==> src/design/dramController_defines.svh <==
// cycle counts, field widths and mode word for the sdram controller, include where needed
`ifndef DRAMCONTROLLER_DEFINES_SVH
`define DRAMCONTROLLER_DEFINES_SVH

// timing in 50 MHz clock cycles
`define PowerUpCycles         4998    // 100 us with cke low
`define InitRefreshCycles     40      // length of the initial refresh train
`define ModeWaitCycles        3       // settle after mode register write
`define AutoRefreshWaitCycles 3       // trfc margin after a periodic refresh
`define CasWaitCycles         2       // read wait, matches cas latency 2
`define RefreshInterval       375     // 7.5 us between auto refreshes

// cas latency 2, burst length 1, sequential
`define ModeRegisterWord      13'h220

// widths
`define TimerWidth            16
`define DataWidth             16      // sdram and cpu data bus
`define RowWidth              13      // sdram address pins
`define BankWidth             2
`define ColumnWidth           10
`define CpuAddressWidth       32      // 68000 byte address

`endif

==> src/design/refreshScheduler.sv <==
// refresh interval countdown, flags the sequencer when a periodic auto refresh is due
`timescale 1ns/1ps
`include "dramController_defines.svh"

module refreshScheduler (
	input  logic Clock,
	input  logic Reset_L,
	input  logic RefreshRestart,       // one cycle pulse reloads the interval
	output logic RefreshDue            // level, high while count is zero
);

	logic [`TimerWidth-1:0] refreshCount;  // cycles left until next refresh

	always_ff @(posedge Clock or negedge Reset_L) begin
		if (!Reset_L) begin
			refreshCount <= '0;                                 // due until first restart
		end else if (RefreshRestart) begin
			refreshCount <= `TimerWidth'(`RefreshInterval);     // reload
		end else if (refreshCount != '0) begin
			refreshCount <= refreshCount - 1'b1;                // count down, park at zero
		end
	end

	assign RefreshDue = (refreshCount == '0);

endmodule

==> config.mk <==
export PLATFORM = sky130hd
export DESIGN_NAME = refreshScheduler
export DESIGN_NICKNAME = d
export VERILOG_FILES = /design/src/design/refreshScheduler.sv
export VERILOG_INCLUDE_DIRS = /design/src /design/src/design
export SDC_FILE = /design/constraint.sdc
export NUM_CORES = 1
export LEC_CHECK = 0
export BUFFER_PORTS_ARGS = -buffer_cell sky130_fd_sc_hd__buf_2
export CORE_MARGIN = 2
export CORE_UTILIZATION = 41
export DETAILED_ROUTE_END_ITERATION = 12
export PLACE_DENSITY = 0.66
export SLEW_MARGIN = 20
export SYNTH_ARGS = -nofsm -noshare
export SYNTH_HDL_FRONTEND = slang
export SYNTH_SLANG_ARGS = --single-unit
==> constraint.sdc <==
create_clock -name Clock -period 3.3 [get_ports Clock]
set_clock_uncertainty 0.1 [all_clocks]
set_input_delay 0.33 -clock Clock [delete_from_list [all_inputs] [get_ports Clock]]
set_output_delay 0.33 -clock Clock [all_outputs]
set_load 0.005 [all_outputs]
==> run summary, run 1 <==
status = finished clean
H-Tree Depth = 1
Most Frequent Cell on Critical Path = or3b_1
Post-CTS Setup Bufs = 0
CP max stage delay = 560 ps
latest clock arrival within the worst-skew pair = 290 ps
clock sinks = 16
met1 usage = 0.217
Inst Count DP = 120
Post-DRT Antenna Nets = 0
die width = 51.4 microns
Setup crit end kind = register
CTS tree = done
final worst slack = 901 ps
R2R Path Start = refreshCount[0]
worst path arrival time = 2470 ps
DRC = 0
placer congestion estimate = 0.714
most flop-heavy register = refreshCount
GR Util met2 = 0.229
Final nets = 102
Die H = 51.4 microns
largest net degree at the start of global routing = 22
Initial Util = 0.424
WP data required = 3370 ps
routed vias/inst = 5.76
number of distinct library cells after synthesis = 33
final std cells w/o fill = 125
grt met3 use = 0.0292
Layout area overhead = 7.89%
Pwr Total = 0.352 mW
Inserted Clock Buffers = 3
vias in the first global route = 673
RSZ-0062 raised after global routing = false
maximum clock frequency = 417 MHz
register area share after synthesis = 0.435
die area = 0.00264 sq mm
CP max stage cell = nor4_4
Clock Path Buffers = 2
Cell Area, Synth = 920 sq um
dpl ws = 907 ps
post-synthesis cell count = 93
critical path fanouts, max = 10
worst slew pin tran = 629 ps
Yosys warning total = 0
kind of critical path = register to register
CTS Root Buffer Type = clkbuf_4
Initial DRC Count = 9
GRT Overall Usage = 0.152
I/O Buffers = 3
clk slew on worst S/H paths = 100 ps
Vias = 720
initial antenna violation count = 0
Yosys reg bits = 16
1st-pass router iterations = 2
Slew Viols, Final = 0
critical path startpoint category = register
core area = 0.00217 sq mm
Worst VDD drop = 0.212 mV
post-detail-place hpwl = 1190 microns
worst hold path class = primary input to register
Critical Path Start = refreshCount[0]
Final Hold Fails = 0
n_diodes = 0
Post-CTS Hold Buffers = 1
Final setup viols = 0
fin area = 992 sq um
max_slew headroom = 0.577
Hold Crit Start = RefreshRestart
routed length per instance = 13.3 microns
Rows = 17
gr busiest metal = met2
area post-placement = 946 sq um
max cap viols = 0
final setup TNS = 0 ps
Power Dens Cells = 355 mW/mm^2
Post-CTS Resized = 0
largest registers = refreshCount: 16 flops
# IOs = 4
Final Critical Period = 2400 ps
max FFs per register = 16
Hold WS = 334 ps
global-route wire length before repair = 3090 microns
final WL = 1660 microns
Layout Utilization = 0.457
gr ovfl total = 0
share of layout cells above drive strength 1 = 0.144
period utilization = 0.727
leakage power = 0.346 nW
Mapped Nets = 97
critical path, cell by cell = inv_1 -> ha_1 -> or3b_1 -> nor4_4 -> nor3_1 -> or3b_1
syn avg cell area = 9.89 sq um
-- layout make-up --
cell class / instances / area (sq um)
clock buffers: 4 / 36.3
fillers: 225 / 1180
inverters: 3 / 11.3
multi-input cells: 70 / 484
flip-flops and latches: 16 / 400
well taps: 28 / 35.0
repair buffers: 4 / 25.0
-- cell usage in the layout, fill, tap and decap left out, types with 2 or more instances in the layout --
master | synthesis | layout
a211o_1 | 2 | 2
a21oi_1 | 6 | 6
buf_2 | 1 | 3
clkbuf_4 | 0 | 3
dfrtp_1 | 16 | 16
inv_1 | 3 | 3
mux2_2 | 3 | 3
mux2i_1 | 2 | 2
nand2_1 | 3 | 3
nand2b_1 | 2 | 2
nor2_1 | 7 | 7
nor2b_1 | 5 | 5
nor3_1 | 2 | 2
nor4_1 | 6 | 6
o21ai_0 | 5 | 5
o31ai_1 | 3 | 3
or3_1 | 4 | 4
or3b_1 | 3 | 3
or4_1 | 4 | 4
-- cell usage after synthesis (all sizes together) --
master | count | share of area
dfrtp | 16 | 0.44
nor2 | 7 | 0.029
nor4 | 7 | 0.064
a21oi | 6 | 0.033
o21ai | 6 | 0.033
nor2b | 5 | 0.034
or4 | 5 | 0.045
or3 | 4 | 0.027
inv | 3 | 0.012
mux2 | 3 | 0.037
nand2 | 3 | 0.012
o31ai | 3 | 0.024
or3b | 3 | 0.029
a211o | 2 | 0.019
buf | 2 | 0.018
clkbuf | 2 | 0.0082
mux2i | 2 | 0.022
nand2b | 2 | 0.014
nor3 | 2 | 0.011
or2 | 2 | 0.014
a211oi | 1 | 0.0082
a311oi | 1 | 0.0095
ha | 1 | 0.014
nand3 | 1 | 0.0054
nor3b | 1 | 0.0082
o311ai | 1 | 0.018
o41ai | 1 | 0.0095
xnor2 | 1 | 0.0095
-- layer usage --
| metal | part of all wire | vias up |
|---|---|---|
| li1 | - | 358 |
| met1 | 0.52 | 353 |
| met2 | 0.45 | 5 |
| met3 | 0.022 | 4 |
| met4 | 0.013 | 0 |
| met5 | 0 | - |
-- worst paths after layout --
check / endpoint / slack, ps / cells past startpoint
worst max-delay path: refreshCount[5] / 900 / 6
worst min-delay path: refreshCount[13] / 330 / 2
worst max register to register: refreshCount[5] / 900 / 6
worst min register to register: refreshCount[4] / 450 / 1
max in group asynchronous: refreshCount[8] / 2470 / 2
min in group asynchronous: refreshCount[15] / 370 / 2
-- critical path, delay by kind of cell (launching register included) --
kind	cells	cell delay, ps
flip-flops	1	410
adder cells (fa/ha/maj)	1	210
AND/OR/NAND/NOR	4	1460
buffers and inverters	1	90
-- cell families (layout without fill, tap and decap cells) --
group / Yosys count / after routing / synth area share
simple gates: 42 / 42 / 0.291
compound gates: 21 / 21 / 0.154
flops: 16 / 16 / 0.435
buf+inv: 7 / 11 / 0.0381
mux: 5 / 5 / 0.0585
fa+ha+maj: 1 / 1 / 0.0136
xor+xnor: 1 / 1 / 0.00953
-- report_power, final --
group,total (mW),leakage (nW),switching (mW),internal [mW]
clock,0.130,0.0210,0.0629,0.0671
combinational,0.0202,0.134,0.0128,0.00741
sequential,0.202,0.191,0.00296,0.199
total,0.352,0.346,0.0787,0.273
(Power assumes the default switching activity.)
==> inputs of run 2 (changes only) <==
Settings changed: PLACE_DENSITY 0.66 to 0.68.
Clock period 3.3 ns to 2.2 ns, I/O delays scaled along.
==> run 2 against run 1 <==
Sequential share of layout area decreased by 2.9 points; utilization grew 3.5 points; combinational power up 61%; critical path depth fell by 2; first-iteration DRC count up 100%; critical endpoint is now RefreshDue; largest cell class unchanged; largest power group unchanged; highest routed layer unchanged.
==> run summary, run 2 (synthesis results as in run 1) <==
cell internal pwr = 0.375 mW (was 0.273 mW)
Vias = 774 (was 720)
Power Dens Cells = 456 mW/mm^2 (was 355 mW/mm^2)
1st-pass router iterations = 4 (was 2)
sw frac = 0.231 (was 0.223)
placer congestion estimate = 0.742 (was 0.714)
routed length per instance = 13.9 microns (was 13.3 microns)
dpl ws = 78.2 ps (was 907 ps)
Post-CTS Setup Bufs = 0 (unchanged)
Gate power share = 0.067 (was 0.057)
Clock Path Buffers = 2 (unchanged)
Final Hold Fails = 0 (unchanged)
leakage power = 0.389 nW (was 0.346 nW)
Final setup viols = 0 (unchanged)
CTS Root Buffer Type = clkbuf_4 (unchanged)
routed wl met2 = 924 microns (was 745 microns)
# IOs = 4 (unchanged)
CP max stage delay = 580 ps (was 560 ps)
n_diodes = 0 (unchanged)
CP max stage cell = or4_4 (was nor4_4)
worst path arrival time = 1780 ps (was 2470 ps)
Final nets = 112 (was 102)
commonest non-fill, non-tap cell in the layout = dfrtp_1 (unchanged)
Hold Crit Depth = 2 (unchanged)
R2R Path Start = refreshCount[9] (was refreshCount[0])
period utilization = 0.954
Post-Route M1 WL = 858 microns (was 856 microns)
final WL = 1860 microns (was 1660 microns)
status = finished clean (unchanged)
GRT Overall Usage = 0.168 (was 0.152)
latest clock arrival within the worst-skew pair = 290 ps (about the same)
clk slew on worst S/H paths = 90 ps (was 100 ps)
Initial Util = 0.424 (unchanged)
DRC = 0 (unchanged)
Rows = 17 (unchanged)
clock sinks = 16 (unchanged)
largest net degree at the start of global routing = 22 (unchanged)
largest registers = refreshCount: 16 flops (unchanged)
Final Critical Period = 2100 ps
clock power share = 0.312 (was 0.369)
worst slew pin tran = 543 ps (was 629 ps)
Layout area overhead = 16.2% (was 7.89%)
I/O Buffers = 3 (unchanged)
CTS tree = done (unchanged)
WP data required = 1880 ps (was 3370 ps)
final worst slack = 102 ps (was 901 ps)
global-route wire length before repair = 3260 microns (was 3090 microns)
Post-DRT Antenna Nets = 0 (unchanged)
vias in the first global route = 756 (was 673)
critical path startpoint category = register (unchanged)
gr ovfl total = 0 (unchanged)
Setup crit end kind = primary output (was register)
maximum clock frequency = 477 MHz
Slew Viols, Final = 0 (unchanged)
kind of critical path = register to primary output (was register to register)
most flop-heavy register = refreshCount (unchanged)
R2R depth = 4 (was 6)
H-Tree Depth = 1 (unchanged)
Critical Path Start = refreshCount[11] (was refreshCount[0])
initial antenna violation count = 0 (unchanged)
Net Switching = 0.112 mW (was 0.0787 mW)
die area = 0.00264 sq mm (unchanged)
Layout Utilization = 0.493 (was 0.457)
Pwr Total = 0.487 mW (was 0.352 mW)
Worst path depth = 4 (was 6)
core area = 0.00217 sq mm (unchanged)
die width = 51.4 microns (unchanged)
Inserted Clock Buffers = 3 (unchanged)
Initial DRC Count = 18 (was 9)
flop2flop setup slack = 120 ps (was 900 ps)
top layer in use = met4 (unchanged)
area post-placement = 0.00103 sq mm (was 946 sq um)
RSZ-0062 raised after global routing = false (unchanged)
WL met3 = 35 microns (was 37 microns)
fin area = 0.00107 sq mm (was 992 sq um)
Sequential Power Share = 0.622 (was 0.573)
routed vias/inst = 5.78 (was 5.76)
final setup TNS = 0 ps (unchanged)
Buf/Inv on CP = 2 (was 1)
CP delay by family, top = simple AND/OR/NAND/NOR gates (unchanged)
Worst VDD drop = 0.327 mV (was 0.212 mV)
hold endpoint = refreshCount[11] (was refreshCount[13])
share of layout cells above drive strength 1 = 0.255 (was 0.144)
max_slew headroom = 0.635 (was 0.577)
worst hold path class = primary input to register (unchanged)
critical path, cell by cell = or4_4 -> buf_4 -> nor4_2 -> buf_2 (was inv_1 -> ha_1 -> or3b_1 -> nor4_4 -> nor3_1 -> or3b_1)
Hold Crit Start = RefreshRestart (unchanged)
max cap viols = 0 (unchanged)
critical path fanouts, max = 4 (was 10)
Die H = 51.4 microns (unchanged)
commonest non-fill, non-tap cells in the layout = dfrtp_1, buf_4, nor2_1 (was dfrtp_1, nor2_1, nor4_1, a21oi_1)
post-detail-place hpwl = 1370 microns (was 1190 microns)
max FFs per register = 16 (unchanged)
R2R Path End = refreshCount[13] (was refreshCount[5])
-- run 2: repair_timing --
| action | CTS | global route |
|---|---|---|
| resized for setup | 1 | 1 |
| pin swaps | 0 | 1 |
| hold buffers | 1 | 0 |
| endpoints found under the setup margin | 1 | 2 |
| hold endpoints to repair | 16 | 0 |
-- run 2: worst max path at each step --
stage / endpoint
detailed placement: refreshCount[1]
global route: RefreshDue
finish: RefreshDue
global placement: refreshCount[15]
CTS: refreshCount[1]
floorplan: refreshCount[5]
-- run 2: power groups by stage --
stage / combinational [mW] / sequential (mW) / clock [mW]
detailed placement: 0.0322 / 0.309 / 0
CTS: 0.0337 / 0.303 / 0.160
floorplan: 0.0194 / 0.307 / 0
global route: 0.0394 / 0.304 / 0.168
finish: 0.0326 / 0.303 / 0.152
global placement: 0.0314 / 0.308 / 0
-- run 2: per-stage QoR --
stage | hold WS (ps) | std cells
after detailed placement | 57.2 | 130
after global placement | 52.4 | 130
after CTS | 232 | 134
after global routing | 272 | 134
final | 238 | 134
after floorplan | -176 | 93
-- run 2: cell type report --
class | instances | area (sq um)
Timing Repair Buffer | 14 | 100
Fill cell | 206 | 1100
Clock buffer | 3 | 22.5
Tap cell | 28 | 35.0
Multi-Input combinational cell | 70 | 499
Sequential cell | 16 | 400
Inverter | 3 | 11.3
-- run 2: per-layer routing --
metal | vias up | GRT usage
met4 | 0 | 0.118
met5 | - | 0
met3 | 4 | 0.0292
met2 | 7 | 0.256
li1 | 377 | -
met1 | 386 | 0.214
