===== src/design/dramController_defines.svh =====
// cycle counts, field widths and mode word for the sdram controller, include where needed
`ifndef DRAMCONTROLLER_DEFINES_SVH
`define DRAMCONTROLLER_DEFINES_SVH

// timing in 50 MHz clock cycles
`define PowerUpCycles         4998    // 100 us with cke low
`define InitRefreshCycles     40      // length of the initial refresh train
`define ModeWaitCycles        3       // settle after mode register write
`define AutoRefreshWaitCycles 3       // trfc margin after a periodic refresh
`define CasWaitCycles         2       // read wait, matches cas latency 2
`define RefreshInterval       375     // 7.5 us between auto refreshes

// cas latency 2, burst length 1, sequential
`define ModeRegisterWord      13'h220

// widths
`define TimerWidth            16
`define DataWidth             16      // sdram and cpu data bus
`define RowWidth              13      // sdram address pins
`define BankWidth             2
`define ColumnWidth           10
`define CpuAddressWidth       32      // 68000 byte address

`endif


===== src/design/dramPkg.sv =====
// sdram command and controller state types, referenced by scoped name from the design
package dramPkg;

	// pin pattern ordered cke, cs, ras, cas, we
	typedef enum logic [4:0] {
		PoweringUp         = 5'b00000,  // cke and cs low while power settles
		Nop                = 5'b10111,
		Activate           = 5'b10011,  // row on address, bank on ba
		ReadAutoPrecharge  = 5'b10101,  // a10 high
		WriteAutoPrecharge = 5'b10100,  // a10 high
		PrechargeAll       = 5'b10010,  // a10 high, ba don't care
		AutoRefresh        = 5'b10001,
		ModeRegisterSet    = 5'b10000   // mode word on address
	} dramCommand;

	typedef enum logic [4:0] {
		InitialisingState       = 5'h00,  // load power up wait
		WaitPowerUpState        = 5'h01,
		FirstNopState           = 5'h02,
		InitPrechargeState      = 5'h03,
		InitPrechargeNopState   = 5'h04,  // load refresh train count
		InitRefreshState        = 5'h05,
		InitRefreshNopState     = 5'h06,
		ModeRegisterState       = 5'h07,
		ModeRegisterNopState    = 5'h08,
		IdleState               = 5'h09,
		RefreshPrechargeState   = 5'h0a,
		RefreshPrechargeNopState = 5'h0b,
		RefreshState            = 5'h0c,
		RefreshNopState         = 5'h0d,
		ReadingState            = 5'h0e,  // issue read after activate
		CasLatencyState         = 5'h0f,
		WaitStrobeState         = 5'h10,  // write waits for uds or lds
		WriteHoldState          = 5'h11,
		WaitTerminateState      = 5'h12   // wait for cpu to drop strobes
	} dramState;

endpackage


===== src/design/sdramSequencer.sv =====
// controller fsm with general timer, picks next sdram command, address and cpu responses
`timescale 1ns/1ps
`include "dramController_defines.svh"

module sdramSequencer (
	input  logic                        Clock,
	input  logic                        Reset_L,
	input  logic [`CpuAddressWidth-1:0] Address,
	input  logic                        UDS_L,
	input  logic                        LDS_L,
	input  logic                        DramSelect_L,
	input  logic                        WE_L,
	input  logic                        AS_L,
	input  logic                        RefreshDue,
	output logic                        RefreshRestart,
	output dramPkg::dramCommand         NextCommand,
	output logic [`RowWidth-1:0]        NextAddr,
	output logic [`BankWidth-1:0]       NextBank,
	output logic                        DriveDq,
	output logic                        LatchRead,
	output logic                        NextDtack_L,
	output logic                        NextCpuReset_L
);

	dramPkg::dramState state;                 // current fsm state
	dramPkg::dramState nextState;
	logic [`TimerWidth-1:0] timer;            // general countdown
	logic [`TimerWidth-1:0] timerValue;       // preload, per state
	logic                   timerLoad;
	logic                   timerDone;
	logic [`RowWidth-1:0]   rowField;         // address 23..11
	logic [`RowWidth-1:0]   columnAddr;       // a10 set for auto precharge
	logic [`BankWidth-1:0]  bankField;        // address 25..24
	logic                   strobeActive;     // either data strobe low

	assign rowField     = Address[`RowWidth+`ColumnWidth:`ColumnWidth+1];
	assign bankField    = Address[`BankWidth+`RowWidth+`ColumnWidth:`RowWidth+`ColumnWidth+1];
	assign columnAddr   = {{(`RowWidth-`ColumnWidth-1){1'b0}}, 1'b1, Address[`ColumnWidth:1]};
	assign strobeActive = !UDS_L || !LDS_L;
	assign timerDone    = (timer == '0);

	//////////////////////////////////////////////////////////////////////
	// state register and general timer
	//////////////////////////////////////////////////////////////////////

	always_ff @(posedge Clock or negedge Reset_L) begin
		if (!Reset_L) begin
			state <= dramPkg::InitialisingState;
			timer <= '0;
		end else begin
			state <= nextState;
			if (timerLoad) begin
				timer <= timerValue;           // preload from current state
			end else if (!timerDone) begin
				timer <= timer - 1'b1;         // stops at zero
			end
		end
	end

	//////////////////////////////////////////////////////////////////////
	// next state and decisions
	//////////////////////////////////////////////////////////////////////

	always_comb begin
		nextState      = state;                // hold unless moved
		timerLoad      = 1'b0;
		timerValue     = '0;
		RefreshRestart = 1'b0;
		NextCommand    = dramPkg::Nop;
		NextAddr       = '0;
		NextBank       = '0;
		DriveDq        = 1'b0;                 // dq released by default
		LatchRead      = 1'b0;
		NextDtack_L    = 1'b1;
		NextCpuReset_L = 1'b1;                 // cpu runs once init is done
		case (state)
			dramPkg::InitialisingState: begin
				NextCommand    = dramPkg::PoweringUp;
				NextCpuReset_L = 1'b0;
				timerLoad      = 1'b1;
				timerValue     = `TimerWidth'(`PowerUpCycles);  // 100 us
				nextState      = dramPkg::WaitPowerUpState;
			end
			dramPkg::WaitPowerUpState: begin
				NextCommand    = dramPkg::PoweringUp;              // cke stays low
				NextCpuReset_L = 1'b0;
				if (timerDone) nextState = dramPkg::FirstNopState;
			end
			dramPkg::FirstNopState: begin
				NextCpuReset_L = 1'b0;                           // first cke high cycle
				nextState      = dramPkg::InitPrechargeState;
			end
			dramPkg::InitPrechargeState: begin
				NextCommand    = dramPkg::PrechargeAll;
				NextAddr[10]   = 1'b1;                           // all banks
				NextCpuReset_L = 1'b0;
				nextState      = dramPkg::InitPrechargeNopState;
			end
			dramPkg::InitPrechargeNopState: begin
				NextCpuReset_L = 1'b0;
				timerLoad      = 1'b1;
				timerValue     = `TimerWidth'(`InitRefreshCycles);
				nextState      = dramPkg::InitRefreshState;
			end
			dramPkg::InitRefreshState: begin
				NextCommand    = dramPkg::AutoRefresh;
				NextCpuReset_L = 1'b0;
				nextState      = dramPkg::InitRefreshNopState;
			end
			dramPkg::InitRefreshNopState: begin
				NextCpuReset_L = 1'b0;
				if (timer == `TimerWidth'(1)) begin
					nextState = dramPkg::ModeRegisterState;    // train finished
				end else if (timer[1:0] == 2'b01) begin
					nextState = dramPkg::InitRefreshState;     // every fourth cycle
				end
			end
			dramPkg::ModeRegisterState: begin
				NextCommand    = dramPkg::ModeRegisterSet;
				NextAddr       = `ModeRegisterWord;
				NextCpuReset_L = 1'b0;
				timerLoad      = 1'b1;
				timerValue     = `TimerWidth'(`ModeWaitCycles);
				nextState      = dramPkg::ModeRegisterNopState;
			end
			dramPkg::ModeRegisterNopState: begin
				NextCpuReset_L = 1'b0;
				if (timerDone) begin
					RefreshRestart = 1'b1;                      // start refresh interval
					nextState      = dramPkg::IdleState;
				end
			end
			dramPkg::IdleState: begin
				if (RefreshDue) begin
					nextState = dramPkg::RefreshPrechargeState; // refresh beats access
				end else if (!DramSelect_L && !AS_L) begin
					NextCommand = dramPkg::Activate;
					NextAddr    = rowField;
					NextBank    = bankField;
					nextState   = WE_L ? dramPkg::ReadingState : dramPkg::WaitStrobeState;
				end
			end
			dramPkg::RefreshPrechargeState: begin
				NextCommand  = dramPkg::PrechargeAll;
				NextAddr[10] = 1'b1;
				nextState    = dramPkg::RefreshPrechargeNopState;
			end
			dramPkg::RefreshPrechargeNopState: begin
				nextState = dramPkg::RefreshState;                 // trp gap
			end
			dramPkg::RefreshState: begin
				NextCommand = dramPkg::AutoRefresh;
				timerLoad   = 1'b1;
				timerValue  = `TimerWidth'(`AutoRefreshWaitCycles);
				nextState   = dramPkg::RefreshNopState;
			end
			dramPkg::RefreshNopState: begin
				if (timerDone) begin
					RefreshRestart = 1'b1;
					nextState      = dramPkg::IdleState;
				end
			end
			dramPkg::ReadingState: begin
				NextCommand = dramPkg::ReadAutoPrecharge;
				NextAddr    = columnAddr;
				NextBank    = bankField;
				timerLoad   = 1'b1;
				timerValue  = `TimerWidth'(`CasWaitCycles);
				nextState   = dramPkg::CasLatencyState;
			end
			dramPkg::CasLatencyState: begin
				NextDtack_L = 1'b0;
				LatchRead   = 1'b1;                              // last falling edge holds data
				if (timerDone) nextState = dramPkg::WaitTerminateState;
			end
			dramPkg::WaitStrobeState: begin
				if (strobeActive) begin
					NextCommand = dramPkg::WriteAutoPrecharge;   // whole word, no mask
					NextAddr    = columnAddr;
					NextBank    = bankField;
					NextDtack_L = 1'b0;
					DriveDq     = 1'b1;
					nextState   = dramPkg::WriteHoldState;
				end
			end
			dramPkg::WriteHoldState: begin
				NextDtack_L = 1'b0;
				DriveDq     = 1'b1;                              // hold data past write edge
				nextState   = dramPkg::WaitTerminateState;
			end
			dramPkg::WaitTerminateState: begin
				if (strobeActive) begin
					NextDtack_L = 1'b0;                          // cpu still in its cycle
				end else begin
					nextState = dramPkg::IdleState;
				end
			end
			default: begin
				nextState = dramPkg::IdleState;
			end
		endcase
	end

endmodule


===== config.mk =====
export PLATFORM = sky130hd
export DESIGN_NAME = sdramSequencer
export DESIGN_NICKNAME = d
export VERILOG_FILES = /design/src/design/dramPkg.sv /design/src/design/sdramSequencer.sv
export VERILOG_INCLUDE_DIRS = /design/src /design/src/design
export SDC_FILE = /design/constraint.sdc
export NUM_CORES = 1
export LEC_CHECK = 0
export ABC_AREA = 1
export BUFFER_PORTS_ARGS = -buffer_cell sky130_fd_sc_hd__buf_2
export CAP_MARGIN = 40
export CORE_MARGIN = 5
export CORE_UTILIZATION = 35
export DETAILED_ROUTE_END_ITERATION = 7
export PLACE_DENSITY = 0.62
export SLEW_MARGIN = 10
export SYNTH_ARGS = -nofsm -noshare
export SYNTH_HDL_FRONTEND = slang
export SYNTH_SLANG_ARGS = --single-unit

===== constraint.sdc =====
create_clock -name Clock -period 4.5 [get_ports Clock]
set_input_delay 0.9 -clock Clock [delete_from_list [all_inputs] [get_ports Clock]]
set_output_delay 0.9 -clock Clock [all_outputs]
set_load 0.03 [all_outputs]

==> reports/qor.csv, run 1 <==
metric,value,unit
Syn Inst Count,319,
post-CTS setup buffer count,0,
Netlist cell types,37,
CTS root buffer,clkbuf_8,
global-route wire length before repair,9.039,mm
top post-synthesis cells by area,"dfrtp_1 (25%), nand2_1 (15%), nor2_1 (9.4%)",
first drt pass iteration count,4,
TritonCTS buffer count,3,
kind of critical path,reg -> out,
Worst R2R Path Depth,8,
status,"complete, no violations",
adder-cell area share of the yosys netlist,0.01806,
iteration-0 DRC count of the detailed router,62,
initial antenna violation count,0,
initial cell density of the core,0.3552,
placed cells,440,
critical path data arrival time,2.22,ns
Clock Skews,0.002162,ns
Die X,87.06,um
wire length per cell,12.35,um
number of gates resized after cts,0,
final wirelength,5.484,mm
vias per cell,4.941,
Final Cell Area,2397,sq um
Peak VDD IR,0.3926,mV
Critical Path End,NextAddr[0],
CTS tree,built,
crit start category,register,
Final Critical Period,3.115,ns
post-synthesis compound-gate area fraction,0.1114,
"Area growth, synth to finish",15.35,%
largest family of logic cells by synthesized area,simple AND/OR/NAND/NOR gates,
leakage power,1.364,nW
CTS Hold Bufs,0,
final std cells w/o fill,444,
worst hold path class,reg -> reg,
setup TNS,0,ns
"area leader, netlist",dfrtp_1,
CP Capture Type,output port,
final setup vio count,0,
total congestion overflow,0,
placed cell area,2351,sq um
Final Hold Violating Endpoints,0,
WHS,0.5727,ns
WP data required,3.60,ns
RSZ-0062 raised after global routing,false,
r2r setup slk,2.62,ns
#FFs+latches synth,21,
core area,5851,sq um
crit path max fanout,12,
CP startpoint,state[3],
Finished Core Util,0.4098,
gr usage total,0.1437,
DRC errors left,0,
yosys warns,0,
post-synthesis mux area share,0,
RePlAce Congestion,0.9015,
mapped cell area,2078,sq um
Clock Pin Slew Worst Setup and Hold Paths,0.08,ns
period utilization,0.6923,
num ports,65,
DRT antenna net count,0,
max-slew violations,0,
largest net degree at the start of global routing,22,
fin nets,413,
PortBufs,56,
full die area,7579,sq um
Syn Area/Cell,6.515,sq um
clk sink count,21,
post-synthesis simple-gate area fraction,0.4660,
post-synth top area share,0.2529,
R2R Path Start,state[4],
PwrDens,707.3,nW/um^2
Vias,2194,
Bufs on Longest Clock Path,2,
Worst R2R End,timer[3],
XOR/XNOR share of the synthesized area,0.03371,
die span in y,87.06,um
DPL Wire Length,4.542,mm
Max Clk Rate,321.0,MHz
layout cell share with drive strength beyond 1,0.2547,
MaxCap Viol Count,0,
Worst-Skew Late Latency,0.26,ns
syn nets,362,
vias in the first global route,2063,
n_diodes,0,
num rows,28,
CTS H-tree depth,1,
register area share after synthesis,0.2529,
[sequential cells by signal, indices dropped and copies added (netlist names)]
| name | flops |
|---|---|
| timer | 16 |
| state | 5 |
[worst min path at each step]
| stage | from | to | slack, ns | cells past startpoint |
|---|---|---|---|---|
| global route | timer[13] | timer[13] | 0.61 | 2 |
| detailed placement | timer[13] | timer[13] | 0.56 | 2 |
| finish | timer[13] | timer[13] | 0.57 | 2 |
| CTS | timer[13] | timer[13] | 0.58 | 2 |
| global placement | timer[13] | timer[13] | 0.56 | 2 |
| floorplan | timer[13] | timer[13] | 0.52 | 2 |
[Yosys cell counts]
cell,instances
nor2_4,5
or2_2,3
nor2_2,8
o21ai_0,5
conb_1,1
nor3_1,6
o21bai_1,1
nor3b_1,1
nor2_1,52
a21oi_1,8
a22oi_1,2
o21ai_1,3
buf_4,3
o211ai_1,1
xnor2_1,4
a22o_1,8
nand2_2,3
inv_2,5
nand2_1,84
nor2_8,1
buf_6,7
dfrtp_1,21
clkinv_1,1
and2_4,1
nand3_4,1
clkinv_2,1
a41oi_1,1
ha_1,3
and3_1,1
a21boi_0,1
xor2_1,4
nand4_1,11
a21oi_2,4
nand3_1,24
inv_1,30
nand3b_1,2
nand3_2,2
[cell usage in the layout, fill, tap and decap left out, types with 2 or more instances in the layout]
master / netlist / routed
nand4_1: 11 / 11
a22o_1: 8 / 8
inv_1: 30 / 30
a21oi_2: 4 / 4
o21ai_1: 3 / 3
a22oi_1: 2 / 2
nor2_2: 8 / 8
xor2_1: 4 / 4
or2_2: 3 / 3
nor2_1: 52 / 52
clkinv_2: 1 / 2
nand2_1: 84 / 84
buf_2: 0 / 56
nand3_1: 24 / 24
nand3_2: 2 / 2
clkbuf_8: 0 / 3
nor3_1: 6 / 6
nand2_2: 3 / 3
a21oi_1: 8 / 8
xnor2_1: 4 / 4
nand3b_1: 2 / 2
nor2_4: 5 / 5
dfrtp_1: 21 / 21
inv_2: 5 / 5
o21ai_0: 5 / 5
ha_1: 3 / 3
[worst max-delay path, cell delays in order (launching register included)]
cell and delay (ns):
dfrtp_1 0.47, nor2_2 0.41, nand3_1 0.20, nor2_1 0.18, nor2_1 0.05, inv_1 0.25, a22o_1 0.19, buf_2 0.20
[final cells by class]
| class | instances | area, sq um |
|---|---|---|
| Fill cell | 634 | 3453 |
| Multi-Input combinational cell | 251 | 1311 |
| Sequential cell | 21 | 525.5 |
| Timing Repair Buffer | 56 | 280.3 |
| Inverter | 37 | 140.1 |
| Tap cell | 75 | 93.84 |
| Clock buffer | 3 | 41.29 |
| Clock inverter | 1 | 5.005 |
[per-stage QoR]
| step | power [mW] | setup slack [ns] |
|---|---|---|
| floorplan | 1.358 | 1.750 |
| global placement | 1.561 | 1.601 |
| detailed placement | 1.577 | 1.571 |
| CTS | 1.708 | 1.365 |
| global route | 1.880 | 1.183 |
| finish | 1.696 | 1.385 |
[metal layers]
layer	vias up	track usage	wire, um
met5	-	0	0
met4	0	0.03966	102
met3	10	0.02554	491
met2	82	0.2519	2576
met1	978	0.1797	2313
li1	1124	-	-
[cells by family (layout without fill, tap and decap cells)]
family                   Yosys count  in the layout
other                              1              1
adder cells (fa/ha/maj)            3              3
AO/OA/AOI/OAI                     34             34
flip-flops                        21             21
AND/OR/NAND/NOR                  205            205
buffers and inverters             47             97
XOR/XNOR                           8              8
[power breakdown]
group	total (mW)	internal (mW)	switching, mW
clock	0.127	0.0618	0.0655
sequential	0.387	0.279	0.108
combinational	1.18	0.395	0.787
(Power assumes the default switching activity.)
==> inputs of run 2 (changes only) <==
clock period = 3 ns   (was 4.5 ns; I/O delays follow)
==> run 2 against run 1 <==
Compared with the run above: non-clock buffer count rose by 2; die area did not move; routed wire length grew 1.8%; worst setup slack lost 1.1 ns.
==> reports/qor.csv, run 2 (synthesis results as in run 1) <==
metric,value,unit,change
crit start category,register,,
vias in the first global route,2138,,+3.6%
full die area,7579,sq um,unchanged
max-slew violations,0,,unchanged
CP Capture Type,output port,,
Final Hold Violating Endpoints,0,,unchanged
gr usage total,0.1478,,+0.004078
final setup vio count,0,,unchanged
area of the multi-input gates,1311,sq um,unchanged
busiest grt layer,met2,,
Worst-Skew Late Latency,0.26,ns,about the same
RSZ-0062 raised after global routing,false,,
WP data required,2.40,ns,-1.20 ns
Logic pwr share,0.701,,+0.004
Peak VDD IR,0.6389,mV,+63%
Final Critical Period,2.669,ns,
initial cell density of the core,0.3552,,unchanged
final std cells w/o fill,446,,+0.45%
GRT met2 Usage,0.2636,,+0.01173
first drt pass iteration count,4,,unchanged
max FFs per register,16,,unchanged
Max Clk Rate,374.7,MHz,
Worst R2R Path Depth,9,,+1
num rows,28,,unchanged
R2R Path Start,state[4],,
Clock Skews,0.004110,ns,+0.001947 ns
Bufs on Longest Clock Path,2,,unchanged
Seq pwr share,0.226,,-0.002
placed cells,442,,+0.45%
core area,5851,sq um,unchanged
fin nets,415,,+0.48%
wire length per cell,12.51,um,+1.3%
CTS tree,built,,
sw power,1.446,mW,+51%
largest net degree at the start of global routing,22,,unchanged
Overall Power,2.562,mW,+51%
DRC errors left,0,,unchanged
number of gates resized after cts,0,,unchanged
"Area growth, synth to finish",16.07,%,
Sw Share,0.5643,,-0.001843
most frequent CP cell,nor2_1,,
"most common cell after layout, fill and taps aside",nand2_1,,
global-route wire length before repair,9.225,mm,+2.1%
period utilization,0.8896,,
Finished Core Util,0.4123,,+0.002566
RePlAce Congestion,0.9252,,+2.6%
CP peak stage delay,0.52,ns,+0.05 ns
FF/Latch Area,525.5,sq um,unchanged
iteration-0 DRC count of the detailed router,64,,+3.2%
post-CTS setup buffer count,0,,unchanged
Vias,2190,,-0.18%
crit path max fanout,11,,-1
WP buf/inv,2,,unchanged
Worst R2R End,timer[5],,
CTS H-tree depth,1,,unchanged
CP Cell Sequence,nor2_8 -> nand3_1 -> nor2_1 -> nor2_1 -> inv_1 -> nor2_1 -> nor2_1 -> buf_2,,
Final Cell Area,2412,sq um,+0.63%
clk sink count,21,,unchanged
setup TNS,0,ns,unchanged
vias per cell,4.910,,-0.63%
worst hold path class,in -> async,,
Die X,87.06,um,unchanged
MaxCap Viol Count,0,,unchanged
die span in y,87.06,um,unchanged
crit-path leading delay family,simple AND/OR/NAND/NOR gates,,
Clk pwr share,0.072,,-0.003
TritonCTS buffer count,3,,unchanged
PortBufs,56,,unchanged
CTS root buffer,clkbuf_8,,
n_diodes,0,,unchanged
M3 GR Usage,0.02838,,+0.002838
biggest regs,"timer x16, state x5",,
critical path data arrival time,2.07,ns,-0.15 ns
Biggest register,timer,,
final wirelength,5.580,mm,+1.8%
Slowest cell on crit path,dfrtp_1,,
PwrDens,1062,nW/um^2,+50%
Layout fillers,645,,+1.7%
CTS Hold Bufs,0,,unchanged
r2r setup slk,1.10,ns,-1.52 ns
kind of critical path,reg -> out,,
initial antenna violation count,0,,unchanged
Global Route met1 Usage,0.1750,,-0.004694
DRT antenna net count,0,,unchanged
layout cell share with drive strength beyond 1,0.2588,,+0.004018
placed cell area,2366,sq um,+0.64%
DPL Wire Length,4.597,mm,+1.2%
most frequent cells in the layout,"nand2_1 (84), buf_2 (56), nor2_1 (52), inv_1 (30), nand3_1 (24)",,
status,"complete, no violations",,
Internal,1.116,mW,+52%
num ports,65,,unchanged
leakage power,1.374,nW,+0.68%
Clock Pin Slew Worst Setup and Hold Paths,0.08,ns,about the same
total congestion overflow,0,,unchanged
==> run 2: cell types whose count changed in the layout (fill, tap and decap cells not counted) <==
cell / delta
buf_4: +2
==> run 2: layout make-up <==
cell class,count,share of cell area
multi-input combinational,251,0.5436
inverter,37,0.05809
clock buffer,3,0.01712
sequential,21,0.2178
tap,75,0.03890
clock inverter,1,0.002075
timing repair buffer,58,0.1224
==> run 2: per-stage QoR <==
stage / worst slack, ns / hold slack (ns)
CTS: 0.3328 / 0.3014
floorplan: 0.7599 / 0.3044
detailed placement: 0.6327 / 0.5601
global route: 0.1150 / 0.3269
global placement: 0.6428 / 0.5608
finish: 0.3313 / 0.2915
==> run 2: worst max path at each step <==
stage / startpoint / end / slack (ns) / cells after the start
after floorplan: state[4] / NextBank[0] / 0.76 / 9
after global placement: state[1] / NextAddr[0] / 0.64 / 7
after detailed placement: state[1] / NextAddr[0] / 0.63 / 7
after CTS: state[1] / NextAddr[0] / 0.33 / 7
after global routing: state[0] / NextBank[0] / 0.12 / 10
final: state[1] / NextBank[0] / 0.33 / 8
==> run 2: metal layers <==
metal	wire length [um]	share of wire	up-vias
met2	2564	0.46	67
met1	2426	0.43	978
met5	0	0	-
met3	463	0.083	12
met4	125	0.022	0
li1	-	-	1133
==> run 2: power groups by stage <==
stage	Sequential [mW]	Clock, mW	Combinational (mW)
after floorplan	0.514	0	1.52
after global placement	0.583	0	1.78
after detailed placement	0.582	0	1.79
after CTS	0.576	0.195	1.80
after global routing	0.601	0.201	2.05
final	0.580	0.185	1.80
==> inputs of run 3 (changes only) <==
PLACE_DENSITY = 0.63   (was 0.62)
clock period = 2.38 ns   (was 3 ns; I/O delays follow)
==> run 3 against run 2 <==
Compared with the run above: register-to-register slack got worse by 0.46 ns; die area unchanged; total power increased by 32%; first-iteration DRC count increased by 73%; sequential share of layout area decreased by 0.85 points; flip-flop and latch count unchanged; global-route usage decreased by 0.087 points; largest cell class unchanged; highest routed layer unchanged.
==> reports/qor.csv, run 3 (synthesis results as in run 1) <==
metric,value,unit,change
TritonCTS buffer count,3,,unchanged
Clock Skews,0.001356,ns,-0.002753 ns
final std cells w/o fill,457,,+2.5%
crit path max fanout,11,,unchanged
vias per cell,4.827,,-1.7%
crit-path leading delay family,simple AND/OR/NAND/NOR gates,,
CP peak stage delay,0.47,ns,-0.05 ns
Final Critical Period,2.293,ns,
DRC errors left,0,,unchanged
Biggest register,timer,,
die span in y,87.06,um,unchanged
final wirelength,5.699,mm,+2.1%
Bufs on Longest Clock Path,2,,unchanged
final setup vio count,0,,unchanged
Die X,87.06,um,unchanged
Worst-Skew Late Latency,0.26,ns,about the same
total congestion overflow,0,,unchanged
placed cells,445,,+0.68%
DRT antenna net count,0,,unchanged
kind of critical path,reg -> out,,
first drt pass iteration count,4,,unchanged
max-slew violations,0,,unchanged
CP Cell Sequence,nor2_2 -> buf_4 -> nand4_1 -> nor3b_1 -> nand2_1 -> buf_2,,
RePlAce Congestion,0.9416,,+1.8%
CTS Hold Bufs,0,,unchanged
n_diodes,0,,unchanged
Slowest cell on crit path,dfrtp_2,,
MaxCap Viol Count,0,,unchanged
max FFs per register,16,,unchanged
Overall Power,3.391,mW,+32%
WP buf/inv,2,,unchanged
initial cell density of the core,0.3552,,unchanged
WP data required,1.90,ns,-0.50 ns
num ports,65,,unchanged
Clock Pin Slew Worst Setup and Hold Paths,0.07,ns,about the same
crit start category,register,,
core area,5851,sq um,unchanged
num rows,28,,unchanged
layout cell share with drive strength beyond 1,0.3168,,+0.05799
clk sink count,21,,unchanged
CP Capture Type,output port,,
Vias,2206,,+0.73%
Layout fillers,634,,-1.7%
"most common cell after layout, fill and taps aside",nand2_1,,
period utilization,0.9636,,
vias in the first global route,1973,,-7.7%
"worst slack, placed",0.1655,ns,-0.4672 ns
global-route wire length before repair,9.149,mm,-0.82%
Final Hold Violating Endpoints,0,,unchanged
full die area,7579,sq um,unchanged
PwrDens,1335,nW/um^2,+26%
fin worst setup slack,0.08667,ns,-0.2446 ns
most frequent cells in the layout,"nand2_1 (84), buf_2 (56), nor2_1 (49), inv_1 (28), nand3_1 (22)",,
PortBufs,56,,unchanged
CTS root buffer,clkbuf_8,,
DPL Wire Length,4.606,mm,+0.21%
Peak VDD IR,1.087,mV,+70%
biggest regs,"timer x16, state x5",,
"Area growth, synth to finish",22.22,%,
RSZ-0062 raised after global routing,true,,
CTS H-tree depth,1,,unchanged
Finished Core Util,0.4341,,+0.02181
critical path data arrival time,1.82,ns,-0.25 ns
gr usage total,0.1469,,-0.0008740
wire length per cell,12.47,um,-0.33%
leakage power,1.434,nW,+4.4%
status,"complete, no violations",,
fin nets,426,,+2.7%
largest net degree at the start of global routing,22,,unchanged
initial antenna violation count,0,,unchanged
Max Clk Rate,436.0,MHz,
iteration-0 DRC count of the detailed router,111,,+73%
worst hold path class,in -> async,,
CTS tree,built,,
-- run 3: final timing paths --
path	startpoint	depth (start not counted)	slack [ns]	end
max	state[3]	6	0.09	NextCommand[1]
min in group Clock	timer[13]	2	0.57	timer[13]
min reg2reg	timer[13]	2	0.57	timer[13]
max reg2reg	timer[10]	8	0.64	timer[1]
max in group asynchronous	Reset_L	1	1.85	state[2]
min	Reset_L	1	0.17	timer[2]
-- run 3: where the power goes --
| group | internal [mW] | total (mW) | switching [mW] |
|---|---|---|---|
| clock network | 0.119 | 0.231 | 0.112 |
| logic | 0.863 | 2.42 | 1.56 |
| registers | 0.535 | 0.737 | 0.202 |
-- run 3: area by class of cell --
| class | count | area (sq um) | area share |
|---|---|---|---|
| flip-flops and latches | 21 | 531.8 | 0.2094 |
| multi-input cells | 251 | 1349 | 0.5310 |
| clock buffers | 4 | 45.04 | 0.01773 |
| well taps | 75 | 93.84 | 0.03695 |
| repair inverters | 1 | 7.507 | 0.002956 |
| repair buffers | 68 | 370.4 | 0.1458 |
| inverters | 37 | 142.6 | 0.05616 |
-- run 3: repair_timing --
item | in CTS | in global routing
gates cloned | 0 | 1
buffers inserted | 1 | 6
setup endpoints to repair | 14 | 17
pin swaps | 1 | 3
resized for setup | 3 | 16
-- run 3: metal layers --
layer | global-route usage | wire length (um) | share of wire | vias to the layer above
li1 | - | - | - | 1157
met1 | 0.1961 | 2500 | 0.44 | 982
met2 | 0.2498 | 2795 | 0.49 | 58
met3 | 0.02176 | 344 | 0.060 | 9
met4 | 0.03258 | 59 | 0.010 | 0
met5 | 0 | 0 | 0 | -
-- run 3: through the flow --
stage | instance area (sq um) | TNS (ns) | hold slack [ns]
after floorplan | 2078 | 0 | 0.1804
after global placement | 2389 | 0 | 0.4592
after detailed placement | 2389 | 0 | 0.4704
after CTS | 2444 | 0 | 0.1919
after global routing | 2540 | -0.02063 | 0.2151
final | 2540 | 0 | 0.1697
-- run 3: worst reg2reg max path, delay by kind of cell (launching register included) --
kind / cells / cell delay, ns
AND/OR/NAND/NOR: 6 / 0.93
AO/OA/AOI/OAI: 1 / 0.05
buffers and inverters: 1 / 0.24
flip-flops: 1 / 0.41
